<file path="src/hdl/ps2_pkg.sv">
// PS/2 key word layout and special key scan codes, imported by the capture and decode stages
`default_nettype none

package ps2_pkg;

	localparam int SCAN_CODE_W    = 9;
	localparam int PS2_KEY_W      = 11;
	localparam int PS2_TOGGLE_BIT = 10; // Flips on every new key event
	localparam int PS2_PRESS_BIT  = 9;  // 1 on make, 0 on break

	// Bit 8 set marks an E0 extended code
	typedef logic [SCAN_CODE_W-1:0] scan_code_t;

	// Toggle, press, then scan code
	typedef logic [PS2_KEY_W-1:0] ps2_key_t;

	localparam scan_code_t SC_F1     = 9'h005;
	localparam scan_code_t SC_F2     = 9'h006;
	localparam scan_code_t SC_F3     = 9'h004;
	localparam scan_code_t SC_F4     = 9'h00C;
	localparam scan_code_t SC_F10    = 9'h009;
	localparam scan_code_t SC_LSHIFT = 9'h012;
	localparam scan_code_t SC_RSHIFT = 9'h059;
	localparam scan_code_t SC_LCTRL  = 9'h014;
	localparam scan_code_t SC_RCTRL  = 9'h114;
	localparam scan_code_t SC_LALT   = 9'h011;
	localparam scan_code_t SC_RALT   = 9'h111;

endpackage

`default_nettype wire

</file>
<file path="src/hdl/atom_kbd_pkg.sv">
// Atom key matrix sizes, row and flag types and the decoded key action word
`default_nettype none

package atom_kbd_pkg;

	localparam int KBD_ROWS = 10;
	localparam int KBD_COLS = 6;

	typedef logic [3:0]          row_addr_t;
	typedef logic [KBD_COLS-1:0] key_row_t; // Active low, 0 means pressed
	typedef logic [2:0]          col_idx_t;
	typedef logic [1:0]          turbo_t;

	typedef enum logic [2:0] {
		FN_TURBO  = 3'd0,
		FN_BREAK  = 3'd1,
		FN_REPEAT = 3'd2,
		FN_SHIFT  = 3'd3,
		FN_CTRL   = 3'd4
	} func_code_t;

	typedef struct packed {
		row_addr_t row;
		col_idx_t  col;
	} matrix_pos_t;

	typedef struct packed {
		func_code_t code;
		turbo_t     turbo_val; // Only meaningful for FN_TURBO
		logic [1:0] pad;
	} func_cmd_t;

	// Seven-bit action word, meaning chosen by the event's is_matrix bit
	typedef union packed {
		matrix_pos_t pos;
		func_cmd_t   fn;
	} kbd_action_u;

	localparam logic LAYOUT_ORIG = 1'b0;
	localparam logic LAYOUT_GAME = 1'b1;

endpackage

`default_nettype wire

</file>
<file path="src/hdl/kbd_event_if.sv">
// Decoded key event strobe passed from the scan code decoder to the matrix stage
`timescale 1ns/1ps
`default_nettype none

interface kbd_event_if import atom_kbd_pkg::*; ();

	logic        valid;     // One cycle per event, no ready
	logic        press;
	logic        is_matrix; // Selects pos or fn view of action
	kbd_action_u action;

	modport source (output valid, output press, output is_matrix, output action);

	modport sink (input valid, input press, input is_matrix, input action);

endinterface

`default_nettype wire

</file>
<file path="src/hdl/ps2_event_capture.sv">
// Samples the PS/2 key word under clock enable and turns each toggle into a one-cycle event
`timescale 1ns/1ps
`default_nettype none

module ps2_event_capture import ps2_pkg::*; (
	input  logic       clk,
	input  logic       reset,
	input  logic       clk_en,
	input  ps2_key_t   ps2_key,
	output logic       cap_valid,
	output logic       cap_press,
	output scan_code_t cap_code
);

	logic toggle_q; // Toggle bit seen on the last enabled cycle
	logic toggled;

	assign toggled = clk_en && (ps2_key[PS2_TOGGLE_BIT] != toggle_q);

	always_ff @(posedge clk) begin
		if (reset) begin
			toggle_q  <= 1'b0;
			cap_valid <= 1'b0;
		end else begin
			cap_valid <= toggled;
			if (clk_en)
				toggle_q <= ps2_key[PS2_TOGGLE_BIT];
		end
	end

	always_ff @(posedge clk) begin
		if (toggled) begin
			cap_press <= ps2_key[PS2_PRESS_BIT];
			cap_code  <= ps2_key[SCAN_CODE_W-1:0];
		end
	end

endmodule

`default_nettype wire

</file>
<file path="src/hdl/scancode_decoder.sv">
// Translates captured scan codes into Atom matrix positions or special functions per layout
`timescale 1ns/1ps
`default_nettype none

module scancode_decoder import ps2_pkg::*, atom_kbd_pkg::*; (
	input  logic        clk,
	input  logic        reset,
	input  logic        layout,
	input  logic        cap_valid,
	input  logic        cap_press,
	input  scan_code_t  cap_code,
	kbd_event_if.source ev
);

	logic        game_layout;
	logic        key_hit;
	logic        fn_hit;
	matrix_pos_t pos;
	func_cmd_t   fn;
	kbd_action_u action_d;

	assign game_layout = (layout == LAYOUT_GAME);

	// Original Atom layout, bit 8 is a don't care on arrows and COPY
	always_comb begin
		key_hit = 1'b1;
		pos     = '0;
		casez (cap_code)
			9'h029: pos = '{4'd9, 3'd0}; // Space
			9'h054: pos = '{4'd8, 3'd0}; // [
			9'h05D: pos = '{4'd7, 3'd0}; // Backslash
			9'h05B: pos = '{4'd6, 3'd0}; // ]
			9'h00D: pos = '{4'd5, 3'd0}; // Up arrow key on TAB
			9'h058: pos = '{4'd4, 3'd0}; // LOCK on CAPS LOCK
			9'b?_0111_0100: pos = '{4'd3, 3'd0}; // RIGHT
			9'b?_0111_0101: pos = '{4'd2, 3'd0}; // UP
			9'h05A: pos = '{4'd6, 3'd1}; // RETURN
			9'b?_0110_1001: pos = '{4'd5, 3'd1}; // COPY on END
			9'h066: pos = '{4'd4, 3'd1}; // DELETE on backspace
			9'h045: pos = '{4'd3, 3'd1}; // 0
			9'h016: pos = '{4'd2, 3'd1}; // 1
			9'h01E: pos = '{4'd1, 3'd1}; // 2
			9'h026: pos = '{4'd0, 3'd1}; // 3
			9'h025: pos = '{4'd9, 3'd2}; // 4
			9'h02E: pos = '{4'd8, 3'd2}; // 5
			9'h036: pos = '{4'd7, 3'd2}; // 6
			9'h03D: pos = '{4'd6, 3'd2}; // 7
			9'h03E: pos = '{4'd5, 3'd2}; // 8
			9'h046: pos = '{4'd4, 3'd2}; // 9
			9'h052: pos = '{4'd3, 3'd2}; // Colon on quote
			9'h04C: pos = '{4'd2, 3'd2}; // ;
			9'h041: pos = '{4'd1, 3'd2}; // ,
			9'h04E: pos = '{4'd0, 3'd2}; // -
			9'h049: pos = '{4'd9, 3'd3}; // .
			9'h04A: pos = '{4'd8, 3'd3}; // /
			9'h055: pos = '{4'd7, 3'd3}; // @ on equals
			9'h01C: pos = '{4'd6, 3'd3}; // A
			9'h032: pos = '{4'd5, 3'd3}; // B
			9'h021: pos = '{4'd4, 3'd3}; // C
			9'h023: pos = '{4'd3, 3'd3}; // D
			9'h024: pos = '{4'd2, 3'd3}; // E
			9'h02B: pos = '{4'd1, 3'd3}; // F
			9'h034: pos = '{4'd0, 3'd3}; // G
			9'h033: pos = '{4'd9, 3'd4}; // H
			9'h043: pos = '{4'd8, 3'd4}; // I
			9'h03B: pos = '{4'd7, 3'd4}; // J
			9'h042: pos = '{4'd6, 3'd4}; // K
			9'h04B: pos = '{4'd5, 3'd4}; // L
			9'h03A: pos = '{4'd4, 3'd4}; // M
			9'h031: pos = '{4'd3, 3'd4}; // N
			9'h044: pos = '{4'd2, 3'd4}; // O
			9'h04D: pos = '{4'd1, 3'd4}; // P
			9'h015: pos = '{4'd0, 3'd4}; // Q
			9'h02D: pos = '{4'd9, 3'd5}; // R
			9'h01B: pos = '{4'd8, 3'd5}; // S
			9'h02C: pos = '{4'd7, 3'd5}; // T
			9'h03C: pos = '{4'd6, 3'd5}; // U
			9'h02A: pos = '{4'd5, 3'd5}; // V
			9'h01D: pos = '{4'd4, 3'd5}; // W
			9'h022: pos = '{4'd3, 3'd5}; // X
			9'h035: pos = '{4'd2, 3'd5}; // Y
			9'h01A: pos = '{4'd1, 3'd5}; // Z
			9'h076: pos = '{4'd0, 3'd5}; // ESCAPE
			default: key_hit = 1'b0;
		endcase
	end

	// Game layout swaps left SHIFT and left CTRL and puts REPEAT on right ALT
	always_comb begin
		fn_hit = 1'b1;
		fn     = '0;
		case (cap_code)
			SC_F1:     fn = '{FN_TURBO, 2'd0, 2'b00};
			SC_F2:     fn = '{FN_TURBO, 2'd1, 2'b00};
			SC_F3:     fn = '{FN_TURBO, 2'd2, 2'b00};
			SC_F4:     fn = '{FN_TURBO, 2'd3, 2'b00};
			SC_F10:    fn.code = FN_BREAK;
			SC_RSHIFT: fn.code = FN_SHIFT;
			SC_RCTRL:  fn.code = FN_CTRL;
			SC_LSHIFT: fn.code = game_layout ? FN_CTRL : FN_SHIFT;
			SC_LCTRL:  fn.code = game_layout ? FN_SHIFT : FN_CTRL;
			SC_LALT: begin
				fn.code = FN_REPEAT;
				fn_hit  = !game_layout;
			end
			SC_RALT: begin
				fn.code = FN_REPEAT;
				fn_hit  = game_layout;
			end
			default: fn_hit = 1'b0;
		endcase
	end

	always_comb begin
		if (key_hit)
			action_d.pos = pos;
		else
			action_d.fn = fn;
	end

	always_ff @(posedge clk) begin
		if (reset)
			ev.valid <= 1'b0;
		else
			ev.valid <= cap_valid && (key_hit || fn_hit); // Unknown codes are dropped
	end

	always_ff @(posedge clk) begin
		if (cap_valid) begin
			ev.press     <= cap_press;
			ev.is_matrix <= key_hit;
			ev.action    <= action_d;
		end
	end

endmodule

`default_nettype wire

</file>
<file path="src/hdl/key_matrix_state.sv">
// Holds the Atom key matrix, special key flags and turbo, and reads out the addressed row
`timescale 1ns/1ps
`default_nettype none

module key_matrix_state import atom_kbd_pkg::*; (
	input  logic        clk,
	input  logic        reset,
	kbd_event_if.sink   ev,
	input  row_addr_t   row,
	input  logic [15:0] joy1,
	input  logic [15:0] joy2,
	output key_row_t    keyout,
	output logic        shift_out,
	output logic        ctrl_out,
	output logic        repeat_out,
	output logic        break_out,
	output turbo_t      turbo
);

	key_row_t keys [KBD_ROWS];
	key_row_t row_data;

	// Column order top, up, right, down, left, fire
	function automatic key_row_t joy_cols(input logic [15:0] joy);
		return {1'b1, joy[3], joy[0], joy[2], joy[1], joy[4]};
	endfunction

	always_ff @(posedge clk) begin
		if (reset) begin
			for (int r = 0; r < KBD_ROWS; r++)
				keys[r] <= '1;
		end else if (ev.valid && ev.is_matrix) begin
			keys[ev.action.pos.row][ev.action.pos.col] <= ~ev.press;
		end
	end

	always_ff @(posedge clk) begin
		if (reset) begin
			shift_out  <= 1'b1;
			ctrl_out   <= 1'b1;
			repeat_out <= 1'b1;
			break_out  <= 1'b1;
			turbo      <= '0;
		end else if (ev.valid && !ev.is_matrix) begin
			case (ev.action.fn.code)
				FN_TURBO:  turbo      <= ev.action.fn.turbo_val; // Press bit ignored
				FN_BREAK:  break_out  <= ~ev.press;
				FN_REPEAT: repeat_out <= ~ev.press;
				FN_SHIFT:  shift_out  <= ~ev.press;
				FN_CTRL:   ctrl_out   <= ~ev.press;
				default:   ;
			endcase
		end
	end

	always_comb begin
		row_data = (row < KBD_ROWS) ? keys[row] : '1; // Rows past the matrix read idle
		case (row)
			4'd0:    keyout = row_data & joy_cols(joy1);
			4'd1:    keyout = row_data & joy_cols(joy2);
			default: keyout = row_data;
		endcase
	end

endmodule

`default_nettype wire

</file>
<file path="src/hdl/atom_keyboard.sv">
// Top level of the PS/2 to Atom keyboard matrix pipeline, read by the Atom core's row scan
`timescale 1ns/1ps
`default_nettype none

module atom_keyboard import ps2_pkg::*, atom_kbd_pkg::*; (
	input  logic        clk,
	input  logic        reset,
	input  logic        clk_en,
	input  logic        layout,
	input  ps2_key_t    ps2_key,
	input  row_addr_t   row,
	input  logic [15:0] joy1,
	input  logic [15:0] joy2,
	output key_row_t    keyout,
	output logic        shift_out,
	output logic        ctrl_out,
	output logic        repeat_out,
	output logic        break_out,
	output turbo_t      turbo
);

	logic       cap_valid;
	logic       cap_press;
	scan_code_t cap_code;

	kbd_event_if ev ();

	ps2_event_capture i_ps2_event_capture (
		.clk       (clk),
		.reset     (reset),
		.clk_en    (clk_en),
		.ps2_key   (ps2_key),
		.cap_valid (cap_valid),
		.cap_press (cap_press),
		.cap_code  (cap_code)
	);

	scancode_decoder i_scancode_decoder (
		.clk       (clk),
		.reset     (reset),
		.layout    (layout),
		.cap_valid (cap_valid),
		.cap_press (cap_press),
		.cap_code  (cap_code),
		.ev        (ev.source)
	);

	key_matrix_state i_key_matrix_state (
		.clk        (clk),
		.reset      (reset),
		.ev         (ev.sink),
		.row        (row),
		.joy1       (joy1),
		.joy2       (joy2),
		.keyout     (keyout),
		.shift_out  (shift_out),
		.ctrl_out   (ctrl_out),
		.repeat_out (repeat_out),
		.break_out  (break_out),
		.turbo      (turbo)
	);

endmodule

`default_nettype wire

</file>
<file path="config.mk">
export PLATFORM = sky130hd
export DESIGN_NAME = atom_keyboard
export DESIGN_NICKNAME = d
export VERILOG_FILES = /design/src/hdl/ps2_pkg.sv /design/src/hdl/atom_kbd_pkg.sv /design/src/hdl/kbd_event_if.sv /design/src/hdl/ps2_event_capture.sv /design/src/hdl/scancode_decoder.sv /design/src/hdl/key_matrix_state.sv /design/src/hdl/atom_keyboard.sv
export SDC_FILE = /design/constraint.sdc
export NUM_CORES = 1
export LEC_CHECK = 0
export ABC_AREA = 1
export BUFFER_PORTS_ARGS = -buffer_cell sky130_fd_sc_hd__buf_2
export CORE_MARGIN = 5
export CORE_UTILIZATION = 40
export DETAILED_ROUTE_END_ITERATION = 8
export SKIP_CTS_REPAIR_TIMING = 1
export SLEW_MARGIN = 20
export SYNTH_ARGS = -nofsm -noshare
export SYNTH_HDL_FRONTEND = slang
export SYNTH_SLANG_ARGS = --single-unit
</file>
<file path="constraint.sdc">
create_clock -name clk -period 2.1 [get_ports clk]
set_input_delay 0.42 -clock clk [delete_from_list [all_inputs] [get_ports clk]]
set_output_delay 0.42 -clock clk [all_outputs]
set_load 0.03 [all_outputs]
</file>
==> Word-level counts from Yosys, hierarchy flattened <==
Memories as Yosys holds them, arrays and structs flattened.
Index checks and enable logic that the tools add are counted.
{ "totals": {"elab_cells": 131, "mem_count": 1, "register_bits": 28, "in_bits": 51, "ramBits": 60} }
{ "mem_list": {"columns": ["name", "words", "width", "rd", "rd_ports_with_merged_regs", "wr", "line_no", "rtl"], "rows": [
  ["i_key_matrix_state.keys", 10, 6, 1, 0, 10, "key_matrix_state.sv:20", "key_row_t keys [KBD_ROWS];"]
]} }
{ "op_classes": {"order_cmp": 3, "mux": 20, "bitwise": 3, "eq_ne": 72, "n_reduce_logical": 19} }
{ "op_table": {"columns": ["cell", "count"], "rows": [
  ["7-bit one-hot mux with 55 select lines", 1],
  ["9-bit by 6-bit == test with 1-bit output, second input constant", 23],
  ["9-bit by 7-bit == test with 1-bit output, second input constant", 22],
  ["9-bit by 5-bit == test with 1-bit output, second input constant", 10],
  ["55-bit OR reduction", 1],
  ["9-bit by 3-bit == test with 1-bit output, second input constant", 3],
  ["9-bit by 4-bit == test with 1-bit output, second input constant", 3],
  ["8-bit by 7-bit == test with 1-bit output, second input constant", 3],
  ["6-bit two-way mux", 4],
  ["9-bit == test, second input constant", 2],
  ["3-bit one-hot mux with 6 select lines", 1],
  ["6-bit bitwise AND", 2],
  ["4-bit one-hot mux with 3 select lines", 1],
  ["6-bit one-hot mux with 2 select lines", 1],
  ["2-bit AND reduction", 5],
  ["9-bit OR reduction", 1],
  ["7-bit two-way mux", 1],
  ["3-bit by 2-bit == test with 1-bit output, second input constant", 2],
  ["1-bit two-way mux", 6],
  ["3-bit two-way mux", 2],
  ["6-bit OR reduction", 1],
  ["1-bit logical AND", 5],
  ["4-bit by 1-bit == test with 1-bit output, second input constant", 1],
  ["4-bit zero test", 1],
  ["other kinds (14)", 15]
]} }

==> Depth between registers and ports, before layout <==
Gate-level depths: netlist of the first run.
{ "depth": {"depth_word": 7, "depth_mapped": 14, "mapped_depth_nobuf": 14} }

==> Cells and area by module <==
A second synthesis of the first run with hierarchy kept.
{ "unflattened": {"hier_cells": 789, "area_unflattened_um2": 5766.8} }
{ "by_module_without_submodules": {"columns": ["module", "cells_each", "seq_area_each_um2", "n_inst", "area_per_inst_um2"], "rows": [
  ["key_matrix_state", 523, 1921.8, 1, 3977.6],
  ["scancode_decoder", 245, 290.3, 1, 1407.6],
  ["ps2_event_capture", 21, 340.3, 1, 381.6]
]} }

==> Worst setup path after synthesis of the first run <==
No wires, ideal clock.
{ "synth_timing": {"path_type": "input -> output", "startpoint": "in row[0]", "endpoint": "out keyout[0]", "setup_slack_ns": -0.324, "path_stages": 7, "n_path_buf": 2, "arrival_time_ns": 2.004, "path_cell_list": "buf_2 > nor2_1 > buf_4 > nand2_1 > nand4_1 > o31ai_1 > a211oi_1"} }
{ "synth_between": {"elab_chain_cells": 4, "word_cells_on_any_way": 8, "classes_between": "order compare (1); eq/ne (1); mux (2); bitwise (2); reduce/logical (1); memory (1)"} }
{ "synth_rtl": {"columns": ["element", "line_no", "rtl"], "rows": [
  ["start, declared", "atom_keyboard.sv:11", "input row_addr_t row,"],
  ["memory 10 x 6 bit or 4-bit less-than comparator (tied branches)", null, null],
  ["6-bit two-way mux", "key_matrix_state.sv:57", "row_data = (row < KBD_ROWS) ? keys[row] : '1;"],
  ["6-bit bitwise AND (on tied branches)", "key_matrix_state.sv:60, key_matrix_state.sv:59", null],
  ["6-bit one-hot mux with 2 select lines (*)", "key_matrix_state.sv:58", "case (row)"],
  ["end, declared", "atom_keyboard.sv:14", "output key_row_t keyout,"]
]} }
Every way passes the cells marked *; elsewhere a longest branch is shown, timed or not.

==> Worst setup path after layout of the first run <==
{ "layout_timing": {"startpoint": "in row[1]", "endpoint": "out keyout[3]"} }
The elaborated chain is that of the path after synthesis.

==> results of run 1 <==
## cell usage in the layout, fill, tap and decap left out, types with 6 or more instances in the layout
cell type and count:
a21oi_1 14, o21ai_0 66, nand2_1 114, nor4_1 9, edfxtp_1 79, o31ai_1 6, nor2_1 113, nand2_2 7
nor3_1 14, nor2_2 13, buf_4 37, buf_2 34, inv_1 50, nand4_1 12, clkbuf_16 9, nand3_1 81
dfxtp_1 9, o21ai_1 12, inv_2 16, buf_12 6
## cells by family (layout without fill, tap and decap cells)
group                     Yosys count  in the layout  share of synthesized area [%]
buffers and inverters             102            174                           7.75
AOI/OAI and AO/OA                 126            126                           13.3
and+or+nand+nor                   382            382                           31.6
DFF                                88             88                           47.2
xor gates and xnor gates            1              1                          0.162
## cell type report
type                    count  area share (%)
multi-input cells         509            39.0
inverters                  76            4.74
clock inverters             7           0.918
well taps                 176            3.37
flip-flops and latches     88            39.0
clock buffers               9            3.44
repair buffers             82            9.54
## power by group through the flow
| stage | combinational, mW | sequential [mW] | clock [mW] |
|---|---|---|---|
| floorplan | 0.271 | 1.98 | 0 |
| global placement | 0.439 | 1.99 | 0 |
| detailed placement | 0.444 | 1.99 | 0 |
| CTS | 0.446 | 1.95 | 1.57 |
| global route | 0.540 | 1.95 | 1.65 |
| finish | 0.495 | 1.95 | 1.54 |
## sequential cells by signal, summed over array words and instances (netlist names), 2 cells and up
register                      flops
i_scancode_decoder.ev.action      7
i_ps2_event_capture.cap_code      9
i_key_matrix_state.keys          60
i_key_matrix_state.turbo          2
## synth_stat cells (all sizes together), types with 3 or more instances
cell | number | area share (%)
o21a | 3 | 0.42
nor4 | 9 | 1.0
inv | 70 | 4.9
a211oi | 4 | 0.56
a22oi | 4 | 0.56
nor2 | 130 | 9.7
edfxtp | 79 | 44
nand3 | 84 | 8.1
clkinv | 6 | 0.42
buf | 13 | 1.5
o31ai | 6 | 0.83
clkbuf | 13 | 0.90
nand4 | 12 | 1.4
nand2 | 123 | 8.8
nor3 | 19 | 2.1
o21ai | 80 | 7.6
dfxtp | 9 | 3.3
a21oi | 17 | 1.6
o22ai | 3 | 0.35
a221oi | 5 | 0.81
## metal layers
metal,vias to the layer above,share of wire [%],GRT usage [%]
li1,2544,-,-
met1,2468,38,22.8
met2,195,51,35.8
met3,55,4.9,2.79
met4,0,5.7,12.2
met5,-,0,0
## worst reg2reg max path, stage by stage, from the launching register on
cell and delay [ns]:
edfxtp_1 0.40, inv_2 0.09, nor3_4 0.05, inv_1 0.14, nor4_1 0.08, nor2_2 0.42
clkinv_1 0.44, nand3_1 0.19
## how the worst min path moves through the flow
stage	startpoint	endpoint	slack (ns)	depth (start not counted)
2_1_floorplan	i_ps2_event_capture.cap_press$_DFFE_PP_	i_scancode_decoder.ev.press$_DFFE_PP_	0.40	0
3_3_place_gp	i_ps2_event_capture.cap_press$_DFFE_PP_	i_scancode_decoder.ev.press$_DFFE_PP_	0.41	0
3_5_place_dp	i_ps2_event_capture.cap_press$_DFFE_PP_	i_scancode_decoder.ev.press$_DFFE_PP_	0.41	0
4_1_cts	ps2_key[9]	i_ps2_event_capture.cap_press$_DFFE_PP_	0.25	1
5_1_grt	ps2_key[9]	i_ps2_event_capture.cap_press$_DFFE_PP_	0.24	1
6_report	ps2_key[9]	i_ps2_event_capture.cap_press$_DFFE_PP_	0.26	1
## per-stage QoR
step | std cells | setup slack, ns | area, µm²
after CTS | 938 | -0.158 | 6330
final | 947 | 0.0345 | 6540
after detailed placement | 922 | -0.220 | 6050
after global routing | 947 | -0.0460 | 6540
after global placement | 922 | -0.186 | 6050
after floorplan | 699 | 0.0231 | 5440
==> flow_summary.yaml, run 1 <==
status:
  status: "finished, final reports clean"
finish:
  drive_gt1_share_pct: 21.5
  nets: 817
  seqCellArea_um2: 2550
  multi_input_area_um2: 2550
  utilization_pct: 49.4
  syn2layout_area_growth_pct: 21.0
  fillerInstances: 1305
  antenna_cells: 0
power:
  pwr-share-comb_pct: 12.4
  power_frac_seq_pct: 48.9
  p_total_mw: 3.98
  internal_power_mw: 2.93
  clock_power_share_pct: 38.6
  swShare_pct: 26.4
  cellPowerDensity_nw_per_um2: 608
  p_leak_nw: 2.53
  switchingPower_mw: 1.05
  ir_worst_vdd_mv: 0.297
timing:
  finalCriticalPeriod_ns: 2.07
  grt_setup_unrepaired: "true"
  finalSetupViolCount: 0
  fmax_mhz: 484
  relSlewSlack_pct: 56.1
  worst_pin_slew_ns: 0.657
  fin_worst_skew_ns: 0.00929
  hold_viol: 0
  fin_crit_sh_pct: 98.4
  hold_ws_ns: 0.256
  drv_slew: 0
  fin_tns_setup_ns: 0
critical_path:
  startpoint: "row[1]"
  path_class: "input pin to output port"
  r2r-start: "i_scancode_decoder.ev.is_matrix$_DFFE_PP_"
  r2r_setup_slack_ns: 0.14
  path_buf_inv: 3
  worstPathRequired_ns: 1.68
  slowest_delay_ns: 0.25
  end_kind: "output port"
  arrival_ns: 1.65
  path_depth: 8
  r2r_end: "i_key_matrix_state.keys[7][2]$_SDFFCE_PN1P_"
  crit_fanout: 4
  slowest_stage: "a32oi_1"
  crit_path_cell_trace: "buf_12, nor2_4, buf_12, a22oi_2, a32oi_1, nor2_1, nor3_2, buf_4"
  cpMostUsedCell: "buf_12"
  r2r_cells: 7
  path_delay_family: "simple AND/OR/NAND/NOR gates"
  endpoint: "keyout[3]"
  start_kind: "input pin"
clock_tree:
  htreeDepth: 3
  cts_tree: "done"
  clock_latency_ns: 0.34
  cts-root-buf: "clkbuf_16"
  numCtsBuffers: 9
  clkSinkCount: 88
  path_clk_slew_ns: 0.07
  clock_path_buffers: 2
logic_synthesis:
  synth_ff_type: "edfxtp_1"
  postSynthCellCount: 699
  syn_avg_cell_area_um2: 7.74
  async_flop_share_pct: 0
  ys_seq_area_share_pct: 47.2
  ys_ff_latch: 88
  yosysWarnings: 0
  syn_nets: 750
  netlist_area_um2: 5410
  synth_edf_count: 79
  yosys.cell_types.count: 40
placement:
  gp_congestion: 0.950
  dp_hpwl_mm: 12.3
  io_buffer_count: 40
detailed_routing:
  dr.pass1.iters: 6
  wl_per_cell_um: 16.9
  viasPerCell: 5.56
  route.antenna.remaining_nets: 0
  drc: 0
  drtIter0Drc: 438
  wirelength_mm: 16.0
  vias: 5262
floorplan:
  dieArea_um2: 15900
  core_um2: 13200
  ios: 63
  die_h_um: 126
  initial_core_util_pct: 40.8
  die_x_um: 126
  placementRows: 42
global_routing:
  grt_pass1_wl_mm: 26.0
  antenna_found_initial: 0
  grt_max_degree: 60
  grt_pass1_vias: 5286
  globalRouteTotalUtil_pct: 20.2
  grt_overflow: 0
min_path:
  hp-class: "input pin to flop"
flow_run:
  cap_violations: 0
Note: power is estimated with default switching activity, not from simulation.
==> inputs of run 2 (changes only) <==
- CELL_PAD_IN_SITES_DETAIL_PLACEMENT: unset -> 1
- CELL_PAD_IN_SITES_GLOBAL_PLACEMENT: unset -> 1
- PLACE_DENSITY_LB_ADDON: unset -> 0.1
==> flow_summary.yaml, run 2 (synthesized netlist as in run 1, its figures left out) <==
status:
  status: "finished with violations"
  violations: "setup timing"
critical_path:
  r2r_end: "i_key_matrix_state.keys[8][3]$_SDFFCE_PN1P_"
  arrival_ns: 1.75
  r2r_cells: 6
  slowest_delay_ns: 0.43
  slowest_stage: "edfxtp_1"
  start_kind: "flop"
  crit_path_cell_trace: "nor2_2, nor2_1, o21ai_1, nand4_1, o31ai_2, a211oi_2, buf_4"
  r2r_setup_slack_ns: 0.09
  worstPathRequired_ns: 1.68
  r2r-start: "i_scancode_decoder.ev.action[2]$_DFFE_PP_"
  end_kind: "output port"
  crit_fanout: 1
  path_class: "flop to output port"
finish:
  drive_gt1_share_pct: 22.0
  antenna_cells: 0
  nets: 817
  top_register: "i_key_matrix_state.keys"
  fillerInstances: 1661
  syn2layout_area_growth_pct: 21.0
  seqCellArea_um2: 2550
  finalInstanceArea_um2: 6550
  largest_register_ffs: 60
  layout_common_cells: "nand2_1, nor2_1, nand3_1, edfxtp_1, o21ai_0"
  reg_top3: "i_key_matrix_state.keys: 60 flops, i_ps2_event_capture.cap_code: 9 flops, i_scancode_decoder.ev.action: 7 flops"
  multi_input_area_um2: 2600
  utilization_pct: 49.4
  final_common_cell: "nand2_1"
timing:
  drv_slew: 0
  fin_worst_skew_ns: 0.0110
  hold_viol: 0
  fin_crit_sh_pct: 103
  fmax_mhz: 461
  relSlewSlack_pct: 58.5
  finalSetupViolCount: 2
  finalCriticalPeriod_ns: 2.17
  hold_ws_ns: 0.248
  grt_setup_unrepaired: "true"
  worst_pin_slew_ns: 0.621
  finalWorstSetupSlack_ns: -0.0678
detailed_routing:
  wirelength_mm: 18.5
  vias: 5263
  drc: 0
  viasPerCell: 5.56
  wl_per_cell_um: 19.6
  route.antenna.remaining_nets: 0
  drtIter0Drc: 374
  dr.pass1.iters: 5
placement:
  dp_hpwl_mm: 14.0
  place_area_um2: 6060
  gp_congestion: 0.984
  io_buffer_count: 40
clock_tree:
  clock_path_buffers: 2
  cts-root-buf: "clkbuf_16"
  numCtsBuffers: 9
  clock_latency_ns: 0.35
  htreeDepth: 3
  cts_tree: "done"
  clkSinkCount: 88
  path_clk_slew_ns: 0.07
global_routing:
  grt_pass1_wl_mm: 29.4
  grt_overflow: 0
  antenna_found_initial: 0
  globalRouteTotalUtil_pct: 23.4
  grt_max_degree: 60
  grt_pass1_vias: 5521
floorplan:
  ios: 63
  dieArea_um2: 15900
  die_h_um: 126
  die_x_um: 126
  placementRows: 42
  initial_core_util_pct: 40.8
  core_um2: 13200
min_path:
  min_from: "ps2_key[9]"
  worstHoldPathCells: 1
  hp-class: "input pin to flop"
  holdPathEnd: "i_ps2_event_capture.cap_press$_DFFE_PP_"
power:
  p_leak_nw: 2.52
  ir_worst_vdd_mv: 0.324
  cellPowerDensity_nw_per_um2: 604
flow_run:
  cap_violations: 0
## run 2: cell types whose count changed in the layout (fill, tap and decap cells not counted), sizes merged
| cell | before | now |
|---|---|---|
| inv | 74 | 70 |
| clkinvlp | 4 | 3 |
| clkbuf | 9 | 11 |
| buf | 82 | 81 |
| clkinv | 5 | 9 |
## run 2: metrics by stage
stage / setup TNS, ns / std cells / total power, mW / setup slack, ns
after detailed placement: -4.40 / 926 / 2.45 / -0.290
after CTS: -3.42 / 942 / 3.93 / -0.246
after global placement: -2.14 / 926 / 2.43 / -0.217
after global routing: -0.283 / 947 / 4.09 / -0.184
after floorplan: 0 / 699 / 2.25 / 0.0231
final: -0.0949 / 947 / 3.95 / -0.0678
## run 2: how the worst max path moves through the flow
stage	startpoint	to	slack, ns	depth (start not counted)
floorplan	row[0]	keyout[2]	0.02	7
global placement	row[0]	keyout[0]	-0.22	10
detailed placement	reset	i_key_matrix_state.keys[5][2]$_SDFFCE_PN1P_	-0.29	7
CTS	i_scancode_decoder.ev.is_matrix$_DFFE_PP_	i_key_matrix_state.keys[5][2]$_SDFFCE_PN1P_	-0.25	7
global route	i_key_matrix_state.keys[7][0]$_SDFFCE_PN1P_	keyout[0]	-0.18	7
finish	i_key_matrix_state.keys[7][0]$_SDFFCE_PN1P_	keyout[0]	-0.07	7
## run 2: power breakdown
group          leakage [nW]  internal [mW]  switching (mW)
Sequential            0.674           1.93          0.0250
Combinational          1.72          0.173           0.329
Clock                 0.133          0.806           0.693
Total                  2.52           2.91            1.05
## run 2: worst max-delay path, delay by kind of cell (launching register included)
family / cells / cell delay, ns
flip-flops: 1 / 0.43
AO/OA/AOI/OAI: 3 / 0.38
AND/OR/NAND/NOR: 3 / 0.42
buffers and inverters: 1 / 0.18
## run 2: layout make-up
class	count	area share, %
multi-input cells	509	39.8
flip-flops and latches	88	39.0
repair buffers	82	9.10
inverters	76	4.63
clock buffers	10	3.50
well taps	176	3.36
clock inverters	6	0.669
## run 2: metal layers
layer  global-route usage, %  part of all wire [%]  up-vias
met5                       0                     0        -
met1                    27.0                    40     2545
li1                        -                     -     2539
met2                    42.9                    54      145
met3                    3.56                   3.8       34
met4                    9.97                   3.0        0
==> inputs of run 3 (changes only) <==
- SYNTH_HIERARCHICAL: unset -> 1
==> flow_summary.yaml, run 3 <==
critical_path:
  worstPathRequired_ns: 1.68
  slowest_stage: "buf_2"
  arrival_ns: 1.55
  start_kind: "input pin"
  crit_fanout: 9
  path_class: "input pin to output port"
  cpMostUsedCell: "nand2_1"
  slowest_delay_ns: 0.21
  end_kind: "output port"
  crit_path_cell_trace: "buf_2, inv_1, buf_4, nand3_1, nand2_1, nor2_1, nand2_1, nand2_1, a21oi_2, buf_2"
timing:
  fin_crit_sh_pct: 93.9
  finalWorstSetupSlack_ns: 0.128
  worst_pin_slew_ns: 0.578
  fmax_mhz: 507
  finalSetupViolCount: 0
  fin_tns_setup_ns: 0
  hold_viol: 0
  drv_slew: 0
  hold_ws_ns: 0.250
  grt_setup_unrepaired: "false"
  relSlewSlack_pct: 61.5
  finalCriticalPeriod_ns: 1.97
  fin_worst_skew_ns: 0.00738
logic_synthesis:
  ys_ff_latch: 88
  synth_top_area_share_pct: 41.1
  async_flop_share_pct: 0
  synth_ff_type: "edfxtp_1"
  postSynthCellCount: 789
  yosysWarnings: 6
  syn_nets: 840
  synth_edf_count: 79
  yosys.cell_types.count: 36
  netlist_area_um2: 5770
  synth_top_area_cell: "edfxtp_1"
  synth_area_leaders: "edfxtp_1, nand2_1, nand3_1"
  syn_avg_cell_area_um2: 7.31
  synth.most_common_cell: "nand2_1"
  synthTopCellsByCount: "nand2_1, nand3_1, nor2_1"
  ys_seq_area_share_pct: 44.3
finish:
  reg_top3: "i_key_matrix_state/keys: 60 flops, i_ps2_event_capture/cap_code: 9 flops, i_scancode_decoder/ev.action: 7 flops"
  nets: 901
  finalInstanceArea_um2: 6730
  utilization_pct: 48.1
  drive_gt1_share_pct: 18.4
  antenna_cells: 0
  top_register: "i_key_matrix_state/keys"
  layout_common_cells: "nand2_1, nand3_1, nor2_1"
  syn2layout_area_growth_pct: 16.7
  stdcell_count: 1035
  largest_register_ffs: 60
  final_common_cell: "nand2_1"
power:
  p_total_mw: 3.84
  cellPowerDensity_nw_per_um2: 570
  ir_worst_vdd_mv: 0.325
  p_leak_nw: 2.88
global_routing:
  antenna_found_initial: 0
  grt_max_degree: 56
  grt_overflow: 0
  grt_pass1_vias: 5818
  globalRouteTotalUtil_pct: 22.4
  grt_pass1_wl_mm: 29.5
status:
  status: "finished, final reports clean"
placement:
  io_buffer_count: 40
  gp_congestion: 0.959
  dp_hpwl_mm: 13.6
  dp.cells: 1016
  preCtsSetupSlack_ns: 0.0289
  place_area_um2: 6440
floorplan:
  ios: 63
  placementRows: 43
  die_x_um: 130
  initial_core_util_pct: 41.2
  dieArea_um2: 16900
  die_h_um: 130
  core_um2: 14000
detailed_routing:
  route.antenna.remaining_nets: 0
  viasPerCell: 5.27
  dr.pass1.iters: 6
  wl_per_cell_um: 17.3
  drc: 0
  drtIter0Drc: 245
  wirelength_mm: 18.0
  vias: 5456
clock_tree:
  clock_latency_ns: 0.35
  path_clk_slew_ns: 0.06
  cts-root-buf: "clkbuf_16"
  numCtsBuffers: 9
  clkSinkCount: 88
  htreeDepth: 3
  clock_path_buffers: 2
  cts_tree: "done"
flow_run:
  cap_violations: 0
min_path:
  hp-class: "input pin to flop"
[run 3: cell types whose count changed after synthesis, sizes merged, moves of 8 or more]
cell   delta
nand2   +145
o21ai    -56
nand3    +34
inv      +10
nand4     -8
nor3      -8
nor4      -8
[run 3: critical path: cells and delay by family]
family / cells / cell delay [ns]
buf+inv: 4 / 0.65
simple gates: 5 / 0.38
compound gates: 1 / 0.12
[run 3: kinds of logic after synthesis]
group                  synth area share (%)
DFF                                    44.3
buffers and inverters                  8.90
AOI/OAI and AO/OA                      6.12
and+or+nand+nor                        40.7
[run 3: area by class of cell]
| cell class | instances | area [µm²] |
|---|---|---|
| multi-input combinational | 583 | 2740 |
| timing repair buffer | 87 | 646 |
| fill | 1801 | 7260 |
| tap | 180 | 225 |
| clock inverter | 6 | 26.3 |
| inverter | 81 | 312 |
| clock buffer | 10 | 229 |
| sequential | 88 | 2550 |
[run 3: final timing paths]
path | start | endpoint | slack, ns | depth (start not counted)
worst max-delay path | row[1] | keyout[2] | 0.13 | 10
worst min-delay path | ps2_key[3] | i_ps2_event_capture/cap_code[3]$_DFFE_PP_ | 0.25 | 1
worst max register to register | i_ps2_event_capture/cap_code[0]$_DFFE_PP_ | i_scancode_decoder/ev.is_matrix$_DFFE_PP_ | 0.17 | 10
worst min register to register | i_ps2_event_capture/cap_press$_DFFE_PP_ | i_scancode_decoder/ev.press$_DFFE_PP_ | 0.43 | 0
[run 3: power by group]
part / leakage [nW] / switching (mW) / total, mW / internal (mW)
sequential: 0.676 / 0.0224 / 1.95 / 1.93
clock: 0.120 / 0.638 / 1.42 / 0.781
combinational: 2.08 / 0.316 / 0.472 / 0.156
total: 2.88 / 0.976 / 3.84 / 2.86
[run 3: metal layers]
layer,up-vias,track usage (%),share of wire (%)
li1,2683,-,-
met1,2629,26.0,41
met2,110,41.7,53
met3,34,3.44,3.3
met4,0,7.95,2.7
met5,-,0,0
